--- config.mk ---
export PLATFORM = sky130hd
export DESIGN_NAME = ili9341Ctrl
export DESIGN_NICKNAME = d
export VERILOG_FILES = /design/src/lcdPixelPkg.sv /design/src/lcdBusPkg.sv /design/src/ili9341Ctrl.sv /design/src/bus8080Writer.sv /design/src/lcdSequencer.sv /design/src/cmdRom.sv /design/src/pixelInput.sv
export SDC_FILE = /design/constraint.sdc
export NUM_CORES = 1
export LEC_CHECK = 0
export ABC_AREA = 0
export BUFFER_PORTS_ARGS = -buffer_cell sky130_fd_sc_hd__buf_2
export CAP_MARGIN = 20
export CELL_PAD_IN_SITES_DETAIL_PLACEMENT = 1
export CELL_PAD_IN_SITES_GLOBAL_PLACEMENT = 1
export CORE_ASPECT_RATIO = 1.2
export CORE_UTILIZATION = 40
export DETAILED_ROUTE_END_ITERATION = 8
export PLACE_DENSITY = 0.67
export SLEW_MARGIN = 10
export SYNTH_ARGS = -nofsm -noshare
export SYNTH_HDL_FRONTEND = slang
export SYNTH_SLANG_ARGS = --single-unit
--- constraint.sdc ---
create_clock -name clk -period 3.51 [get_ports clk]
set_input_delay 0.8775 -clock clk [delete_from_list [all_inputs] [get_ports clk]]
set_output_delay 0.8775 -clock clk [all_outputs]
set_load 0.05 [all_outputs]
--- src/lcdPixelPkg.sv ---
// Pixel format definitions for the stream input and the top-level frame size defaults
package lcdPixelPkg;

    // RGB565, red in the top bits
    typedef struct packed {
        logic [4:0] red;
        logic [5:0] green;
        logic [4:0] blue;
    } pixel_t;

    // Native panel size in portrait orientation
    localparam int defaultFrameWidth  = 240;
    localparam int defaultFrameHeight = 320;

endpackage

--- src/lcdBusPkg.sv ---
// Panel bus and command protocol definitions shared by the sequencer, command table and bus writer
package lcdBusPkg;

    // One byte for the panel, tagged as data or command
    typedef struct packed {
        logic       isData;
        logic [7:0] value;
    } busWord_t;

    // Panel pins, controls are active low
    typedef struct packed {
        logic [7:0] data;
        logic       csN;
        logic       wrN;
        // Low for a command byte, high for a data byte
        logic       cmdN;
        logic       resetN;
    } tftPins_t;

    // Command table entry
    typedef struct packed {
        // Hold off for the sleep-out time once this word has gone
        logic     waitAfter;
        // Final entry of a list
        logic     last;
        busWord_t word;
    } romEntry_t;

    // ILI9341 command codes
    localparam logic [7:0] cmdSleepOut      = 8'h11;
    localparam logic [7:0] cmdDisplayOn     = 8'h29;
    localparam logic [7:0] cmdColumnSet     = 8'h2A;
    localparam logic [7:0] cmdPageSet       = 8'h2B;
    localparam logic [7:0] cmdMemoryWrite   = 8'h2C;
    localparam logic [7:0] cmdPixelFormat   = 8'h3A;
    localparam logic [7:0] cmdAccessControl = 8'h36;

    // Parameter bytes for the start-up list
    localparam logic [7:0] pixelFormat16Bit   = 8'h55;
    localparam logic [7:0] accessControlValue = 8'h48;

    // First table index of the per-frame window list
    localparam logic [4:0] windowStart = 5'd6;

endpackage
--- src/ili9341Ctrl.sv ---
// Top level of the ILI9341 8080 bus controller; sets timing and frame size and links the stages
module ili9341Ctrl
#(
    parameter int frameWidth         = lcdPixelPkg::defaultFrameWidth,
    parameter int frameHeight        = lcdPixelPkg::defaultFrameHeight,
    parameter int resetHoldCycles    = 1000,
    parameter int resetWaitCycles    = 6000,
    parameter int sleepOutWaitCycles = 6000
)
(
    input  logic                clk,
    input  logic                reset,
    input  lcdPixelPkg::pixel_t pixelIn,
    input  logic                pixelValid,
    output logic                pixelReady,
    output lcdBusPkg::tftPins_t tftPins
);
    import lcdBusPkg::*;

    // Pixel bytes into the sequencer
    busWord_t   pixWord;
    logic       pixWordValid;
    logic       pixWordReady;
    // Sequencer to bus writer
    busWord_t   outWord;
    logic       outValid;
    logic       outReady;
    // Table lookup
    logic [4:0] romIndex;
    romEntry_t  romEntry;
    logic       panelResetN;

    pixelInput pixelInput_i
    (
        .clk          (clk),
        .reset        (reset),
        .pixelIn      (pixelIn),
        .pixelValid   (pixelValid),
        .pixelReady   (pixelReady),
        .pixWord      (pixWord),
        .pixWordValid (pixWordValid),
        .pixWordReady (pixWordReady)
    );

    cmdRom #(.frameWidth(frameWidth), .frameHeight(frameHeight)) cmdRom_i
    (
        .romIndex (romIndex),
        .romEntry (romEntry)
    );

    lcdSequencer
    #(
        .resetHoldCycles    (resetHoldCycles),
        .resetWaitCycles    (resetWaitCycles),
        .sleepOutWaitCycles (sleepOutWaitCycles),
        .frameWidth         (frameWidth),
        .frameHeight        (frameHeight)
    )
    lcdSequencer_i
    (
        .clk          (clk),
        .reset        (reset),
        .romIndex     (romIndex),
        .romEntry     (romEntry),
        .pixWord      (pixWord),
        .pixWordValid (pixWordValid),
        .pixWordReady (pixWordReady),
        .outWord      (outWord),
        .outValid     (outValid),
        .outReady     (outReady),
        .panelResetN  (panelResetN)
    );

    bus8080Writer bus8080Writer_i
    (
        .clk         (clk),
        .reset       (reset),
        .outWord     (outWord),
        .outValid    (outValid),
        .outReady    (outReady),
        .panelResetN (panelResetN),
        .tftPins     (tftPins)
    );

endmodule

--- src/bus8080Writer.sv ---
// Output stage; drives one two-cycle 8080 write strobe per accepted bus word onto the panel pins
module bus8080Writer
(
    input  logic                clk,
    input  logic                reset,
    input  lcdBusPkg::busWord_t outWord,
    input  logic                outValid,
    output logic                outReady,
    input  logic                panelResetN,
    output lcdBusPkg::tftPins_t tftPins
);
    import lcdBusPkg::*;

    // Byte on the bus and its data flag
    busWord_t busWord;
    // Strobe phase, high while the write strobe is low
    logic     strobeLow;
    // A byte occupies the bus this cycle
    logic     active;

    // New word only once the strobe is back high
    assign outReady = !strobeLow;

    always_ff @(posedge clk or posedge reset)
    begin
        if (reset)
        begin
            busWord   <= '0;
            strobeLow <= 1'b0;
            active    <= 1'b0;
        end
        else if (outValid && outReady)
        begin
            busWord   <= outWord;
            strobeLow <= 1'b1;
            active    <= 1'b1;
        end
        else if (strobeLow)
            // Rising strobe, byte stays on the port
            strobeLow <= 1'b0;
        else
            active <= 1'b0;
    end

    // Pin mapping
    assign tftPins.data   = busWord.value;
    assign tftPins.csN    = !active;
    assign tftPins.wrN    = !strobeLow;
    assign tftPins.cmdN   = busWord.isData;
    assign tftPins.resetN = panelResetN;

    // Panel latches on the rising edge, so every low pulse is one cycle
    assert property (@(posedge clk) disable iff (reset) !tftPins.wrN |=> tftPins.wrN);

endmodule

--- src/lcdSequencer.sv ---
// Controller FSM for panel reset timing, start-up list, sleep-out delay, window list and pixel bytes
module lcdSequencer
#(
    parameter int resetHoldCycles    = 10,
    parameter int resetWaitCycles    = 10,
    parameter int sleepOutWaitCycles = 10,
    parameter int frameWidth         = 240,
    parameter int frameHeight        = 320
)
(
    input  logic                 clk,
    input  logic                 reset,
    output logic [4:0]           romIndex,
    input  lcdBusPkg::romEntry_t romEntry,
    input  lcdBusPkg::busWord_t  pixWord,
    input  logic                 pixWordValid,
    output logic                 pixWordReady,
    output lcdBusPkg::busWord_t  outWord,
    output logic                 outValid,
    input  logic                 outReady,
    output logic                 panelResetN
);
    import lcdBusPkg::*;

    // Delay counter sized for the longest wait
    localparam int holdOrWait = (resetHoldCycles > resetWaitCycles) ?
                                resetHoldCycles : resetWaitCycles;
    localparam int maxDelay   = (holdOrWait > sleepOutWaitCycles) ?
                                holdOrWait : sleepOutWaitCycles;
    localparam int delayWidth = $clog2(maxDelay + 1);

    // Two bus bytes per pixel
    localparam int frameBytes = 2 * frameWidth * frameHeight;
    localparam int countWidth = $clog2(frameBytes);

    typedef enum logic [2:0]
    {
        resetHold,
        resetWait,
        startList,
        sleepWait,
        windowList,
        pixels
    } seqState_t;

    seqState_t             state;
    logic [delayWidth-1:0] delayCount;
    logic [countWidth-1:0] pixelCount;
    logic                  delayDone;
    logic                  listState;
    logic                  wordTaken;

    assign delayDone = (delayCount == '0);
    assign listState = (state == startList) || (state == windowList);

    // Table words in the list states, pixel bytes pass straight through otherwise
    assign outWord      = (state == pixels) ? pixWord : romEntry.word;
    assign outValid     = listState || ((state == pixels) && pixWordValid);
    assign pixWordReady = (state == pixels) && outReady;
    assign wordTaken    = outValid && outReady;

    always_ff @(posedge clk or posedge reset)
    begin
        if (reset)
        begin
            state       <= resetHold;
            delayCount  <= delayWidth'(resetHoldCycles - 1);
            panelResetN <= 1'b0;
            romIndex    <= 5'd0;
            pixelCount  <= '0;
        end
        else
        begin
            case (state)
                resetHold:
                begin
                    // Release the panel once the hold time is up
                    if (delayDone)
                    begin
                        state       <= resetWait;
                        panelResetN <= 1'b1;
                        delayCount  <= delayWidth'(resetWaitCycles - 1);
                    end
                    else
                        delayCount <= delayCount - 1'b1;
                end
                resetWait:
                begin
                    if (delayDone)
                    begin
                        state    <= startList;
                        romIndex <= 5'd0;
                    end
                    else
                        delayCount <= delayCount - 1'b1;
                end
                startList:
                begin
                    if (wordTaken)
                    begin
                        if (romEntry.waitAfter)
                        begin
                            // Sleep-out needs a pause before the next command
                            state      <= sleepWait;
                            romIndex   <= romIndex + 5'd1;
                            delayCount <= delayWidth'(sleepOutWaitCycles - 1);
                        end
                        else if (romEntry.last)
                        begin
                            state    <= windowList;
                            romIndex <= windowStart;
                        end
                        else
                            romIndex <= romIndex + 5'd1;
                    end
                end
                sleepWait:
                begin
                    // Resume the start-up list at the entry after sleep-out
                    if (delayDone)
                        state <= startList;
                    else
                        delayCount <= delayCount - 1'b1;
                end
                windowList:
                begin
                    if (wordTaken)
                    begin
                        if (romEntry.last)
                        begin
                            state      <= pixels;
                            pixelCount <= '0;
                        end
                        else
                            romIndex <= romIndex + 5'd1;
                    end
                end
                pixels:
                begin
                    if (wordTaken)
                    begin
                        // Frame done, next one starts with the window again
                        if (pixelCount == countWidth'(frameBytes - 1))
                        begin
                            state    <= windowList;
                            romIndex <= windowStart;
                        end
                        else
                            pixelCount <= pixelCount + 1'b1;
                    end
                end
                default:
                    state <= resetHold;
            endcase
        end
    end

    // No byte may reach the bus while the panel sits in reset
    assert property (@(posedge clk) disable iff (reset) !(outValid && !panelResetN));

endmodule

--- src/cmdRom.sv ---
// Command table holding the start-up list and the per-frame window list for the sequencer
module cmdRom
#(
    parameter int frameWidth  = 240,
    parameter int frameHeight = 320
)
(
    input  logic [4:0]           romIndex,
    output lcdBusPkg::romEntry_t romEntry
);
    import lcdBusPkg::*;

    // Last column and last page of the window
    localparam logic [15:0] columnEnd = 16'(frameWidth - 1);
    localparam logic [15:0] pageEnd   = 16'(frameHeight - 1);

    function automatic romEntry_t makeEntry
    (
        input logic       isData,
        input logic [7:0] value,
        input logic       waitAfter,
        input logic       last
    );
        romEntry_t entry;
        entry.waitAfter   = waitAfter;
        entry.last        = last;
        entry.word.isData = isData;
        entry.word.value  = value;
        return entry;
    endfunction

    always_comb
    begin
        case (romIndex)
            // Start-up list
            5'd0: romEntry = makeEntry(1'b0, cmdPixelFormat, 1'b0, 1'b0);
            5'd1: romEntry = makeEntry(1'b1, pixelFormat16Bit, 1'b0, 1'b0);
            5'd2: romEntry = makeEntry(1'b0, cmdAccessControl, 1'b0, 1'b0);
            5'd3: romEntry = makeEntry(1'b1, accessControlValue, 1'b0, 1'b0);
            // Panel needs time to wake before display-on
            5'd4: romEntry = makeEntry(1'b0, cmdSleepOut, 1'b1, 1'b0);
            5'd5: romEntry = makeEntry(1'b0, cmdDisplayOn, 1'b0, 1'b1);
            // Window list, column range from zero
            windowStart + 5'd0: romEntry = makeEntry(1'b0, cmdColumnSet, 1'b0, 1'b0);
            windowStart + 5'd1: romEntry = makeEntry(1'b1, 8'h00, 1'b0, 1'b0);
            windowStart + 5'd2: romEntry = makeEntry(1'b1, 8'h00, 1'b0, 1'b0);
            windowStart + 5'd3: romEntry = makeEntry(1'b1, columnEnd[15:8], 1'b0, 1'b0);
            windowStart + 5'd4: romEntry = makeEntry(1'b1, columnEnd[7:0], 1'b0, 1'b0);
            // Page range from zero
            windowStart + 5'd5: romEntry = makeEntry(1'b0, cmdPageSet, 1'b0, 1'b0);
            windowStart + 5'd6: romEntry = makeEntry(1'b1, 8'h00, 1'b0, 1'b0);
            windowStart + 5'd7: romEntry = makeEntry(1'b1, 8'h00, 1'b0, 1'b0);
            windowStart + 5'd8: romEntry = makeEntry(1'b1, pageEnd[15:8], 1'b0, 1'b0);
            windowStart + 5'd9: romEntry = makeEntry(1'b1, pageEnd[7:0], 1'b0, 1'b0);
            // Pixel bytes follow the memory write
            windowStart + 5'd10: romEntry = makeEntry(1'b0, cmdMemoryWrite, 1'b0, 1'b1);
            // Unused slots end any list
            default: romEntry = makeEntry(1'b0, 8'h00, 1'b0, 1'b1);
        endcase
    end

endmodule

--- src/pixelInput.sv ---
// Pixel input stage; buffers one RGB565 pixel from the stream and offers it as two data bytes
module pixelInput
(
    input  logic                clk,
    input  logic                reset,
    input  lcdPixelPkg::pixel_t pixelIn,
    input  logic                pixelValid,
    output logic                pixelReady,
    output lcdBusPkg::busWord_t pixWord,
    output logic                pixWordValid,
    input  logic                pixWordReady
);
    import lcdBusPkg::*;

    // Buffered pixel qualified by full
    logic [15:0] pixBuf;
    logic        full;
    // Low byte goes next
    logic        lowNext;
    logic        wordTaken;
    logic        pixelTaken;

    assign wordTaken  = pixWordValid && pixWordReady;
    // Room when empty or when the last byte leaves this cycle
    assign pixelReady = !full || (wordTaken && lowNext);
    assign pixelTaken = pixelValid && pixelReady;

    assign pixWordValid  = full;
    assign pixWord.isData = 1'b1;
    // High byte first
    assign pixWord.value  = lowNext ? pixBuf[7:0] : pixBuf[15:8];

    always_ff @(posedge clk or posedge reset)
    begin
        if (reset)
        begin
            full    <= 1'b0;
            lowNext <= 1'b0;
        end
        else
        begin
            if (wordTaken)
            begin
                // Buffer frees after the low byte
                if (lowNext)
                    full <= 1'b0;
                lowNext <= !lowNext;
            end
            // A new pixel overrides the freeing above
            if (pixelTaken)
            begin
                full    <= 1'b1;
                lowNext <= 1'b0;
            end
        end
    end

    always_ff @(posedge clk)
    begin
        if (pixelTaken)
            pixBuf <= pixelIn;
    end

    // Offered byte holds until the sequencer takes it
    assert property (@(posedge clk) disable iff (reset)
        pixWordValid && !pixWordReady |=> pixWordValid && $stable(pixWord));

endmodule

==> flow_metrics.tcl <==
set metrics [dict create \
    synth_seq_cells 69 \
    fin_worst_skew_ns 0.00972 \
    die_area_sq_um 10300 \
    grt_pass1_wl_mm 16.5 \
    gp_congestion 0.832 \
    antenna_found_initial 0 \
    synth_nets 420 \
    crit_arrival_ns 2.27 \
    routed-via-count 3146 \
    start_util_pct 41.3 \
    via_per_inst 5.77 \
    worstSkewPairLatency_ns 0.34 \
    synth_top_area_cell "dfrtp_1" \
    cts.path.max_buffers 2 \
    synth-edff-count 16 \
    grt_pass1_vias 3226 \
    dr.pass1.iters 4 \
    ys_top_cells_by_count "dfrtp_1, a21oi_1, nand2_1, o21ai_0, nor2_1" \
    multiInputGateArea_sq_um 1950 \
    pwr-share-comb_pct 1.9 \
    crit_chain "nor2b_1, buf_4, nand2_1, nor2_1, a21oi_1, inv_1, buf_2" \
    grt_max_degree 54 \
    routedWlPerCell_microns 18.0 \
    die_x_microns 92.7 \
    finalMaxSlewViolations 0 \
    cts_buffers 9 \
    syn_area_per_cell_sq_um 10.1 \
    hold_path.class "reg2reg" \
    crit_type "reg2out" \
    die_h_microns 111 \
    cp_max_fo 13 \
    ctsHtreeMaxLevel 3 \
    syn-instance-count 392 \
    grt_setup_unrepaired "false" \
    cp_slowest_cell "dfrtp_1" \
    cts_setup_buffers 0 \
    finalNetCount 445 \
    track_usage_pct 20.6 \
    switching_share_pct 22.8 \
    min_period_over_period_pct 89.7 \
    clock-sinks 69 \
    setup_viol 0 \
    yosys-top-cells-area "dfrtp_1, edfxtp_1, dfstp_2, a21oi_1, mux2i_1" \
    async_flop_share_pct 76.8 \
    ir_drop_mv 0.233 \
    synth_cell_types 73 \
    cellPowerDensity_nw_per_um2 403 \
    holdBufCountCts 0 \
    yosysMostFrequentCell "dfrtp_1" \
    cts_resized 0 \
    maxCapViolCount 0 \
    pwr-share-clk_pct 52.3 \
    status "finished clean" \
    areaGrowthSynthToFinish_pct 13.9 \
    p_total_uw 1810 \
    sequentialPowerShare_pct 45.8 \
    antennaDiodeCount 0 \
    ys_seq_area_share_pct 46.0 \
    internal_power_uw 1400 \
    core_area_sq_um 9560 \
    cts_tree "yes" \
    first_iter_violations 117 \
    p_switching_uw 413 \
    cts-root-buf "clkbuf_16" \
    io_buffers 31 \
    finalHoldViolations 0 \
    drc 0 \
    seqCellArea_sq_um 1820 \
    place_hpwl_mm 6.92 \
    p_leak_uw 0.00178 \
    cp.buffers_inverters 3 \
    max_stage_delay_ns 0.53 \
    ys.warnings.count 0 \
    ant_nets 0 \
    num_rows 39 \
    syn-cell-area_sq_um 3950 \
    grt_overflow 0 \
    synth_top_area_share_pct 28.5 \
    nFillCells 1110 \
    critPathLaunchType "flop" \
    ios 32 \
    cts.reportedPaths.clkPinSlew_ns 0.06 \
    cpLargestDelayFamily "simple AND/OR/NAND/NOR gates" \
    clock.fmax_ghz 0.318 \
    crit_required_ns 2.63 \
    drt_wl_total_mm 9.81 \
    cp-end-kind "primary output" \
    synthFlopType "dfrtp_1" \
    tns_ns 0 \
    layout-drive-gt1-share_pct 20.4 \
    period_minus_slack_ns 3.15 \
    relSlewSlack_pct 25.6 \
    tightest_slew_ns 1.11 \
]
-- layout make-up --
cell class | instances | share of cell area, %
multi-input combinational | 281 | 43.3
sequential | 69 | 40.4
clock buffer | 9 | 5.01
timing repair buffer | 37 | 4.45
tap | 123 | 3.42
clock inverter | 7 | 1.84
inverter | 19 | 1.59
-- registers in the layout (all words and copies together) (netlist names) --
signal / flops
lcdSequencer_i.state: 3
pixelInput_i.lowNext: 1
bus8080Writer_i.active: 1
lcdSequencer_i.delayCount: 13
pixelInput_i.pixWordValid: 1
lcdSequencer_i.panelResetN: 1
lcdSequencer_i.romIndex: 5
bus8080Writer_i.tftPins: 9
pixelInput_i.pixBuf: 16
bus8080Writer_i.strobeLow: 1
lcdSequencer_i.pixelCount: 18
-- power by group through the flow --
stage	clock [uW]	sequential, uW	combinational (uW)
floorplan	0	839	24.3
global route	1000	830	39.5
detailed placement	0	845	36.4
finish	949	830	34.8
global placement	0	845	35.8
CTS	974	830	36.5
-- worst register-to-register path, cell delays in order (launching register included) --
cell and delay (ns):
dfrtp_1 0.44, inv_1 0.17, ha_1 0.24, nand4bb_1 0.20
o211ai_1 0.40, nand4_1 0.47, or4_1 0.57, nand3_2 0.09
-- cells in the final DEF, fill, tap and decap left out, types with 5 or more instances in the layout --
cell type,count
o22ai_1,5
o31ai_1,13
dfstp_2,8
dfrtp_1,45
or4_1,14
clkbuf_16,9
edfxtp_1,16
nor2_1,21
mux2i_1,13
buf_2,31
o21ai_0,25
nand2_1,25
nand3_2,5
nand4_1,6
or3_1,11
ha_1,9
nor3_1,6
nand3_1,12
buf_4,6
inv_1,17
nand2b_1,9
a21oi_1,35
-- worst paths after layout --
path | to | slack, ns | cells past startpoint | start
min in group asynchronous | lcdSequencer_i.pixelCount[15] | 0.73 | 3 | reset
max reg2reg | lcdSequencer_i.delayCount[6] | 0.87 | 7 | lcdSequencer_i.romIndex[0]
max | pixelReady | 0.36 | 7 | lcdSequencer_i.state[1]
max in group asynchronous | bus8080Writer_i.tftPins[5] | 2.30 | 3 | reset
min reg2reg | lcdSequencer_i.panelResetN | 0.45 | 1 | lcdSequencer_i.panelResetN
min | lcdSequencer_i.panelResetN | 0.45 | 1 | lcdSequencer_i.panelResetN
-- cells by family after synthesis --
family | Yosys count | synth area share (%)
and+or+nand+nor | 140 | 22.3
AOI/OAI and AO/OA | 113 | 19.0
DFF | 69 | 46.0
buffers and inverters | 42 | 4.66
muxes | 17 | 4.63
adders and majority gates | 9 | 2.85
xor gates and xnor gates | 2 | 0.444
-- per-stage QoR --
stage               utilization (%)  setup WS [ns]  hold WS (ns)  instance area (sq um)  std cells
finish                         47.0          0.361         0.452                   4500        545
detailed placement             43.8          0.762         0.443                   4190        529
floorplan                         -          0.967         0.429                   3950        392
global placement               43.8          0.894         0.435                   4190        529
CTS                            47.0          0.342         0.457                   4500        545
global route                   47.0          0.180         0.504                   4500        545
-- per-layer routing --
layer | vias to the layer above | GRT usage [%] | share of wire [%]
met5 | - | 0 | 0
met3 | 13 | 3.91 | 2.0
met2 | 35 | 36.8 | 53
li1 | 1531 | - | -
met4 | 0 | 7.18 | 1.6
met1 | 1567 | 24.4 | 44
Note: power is estimated with default switching activity, not from simulation.
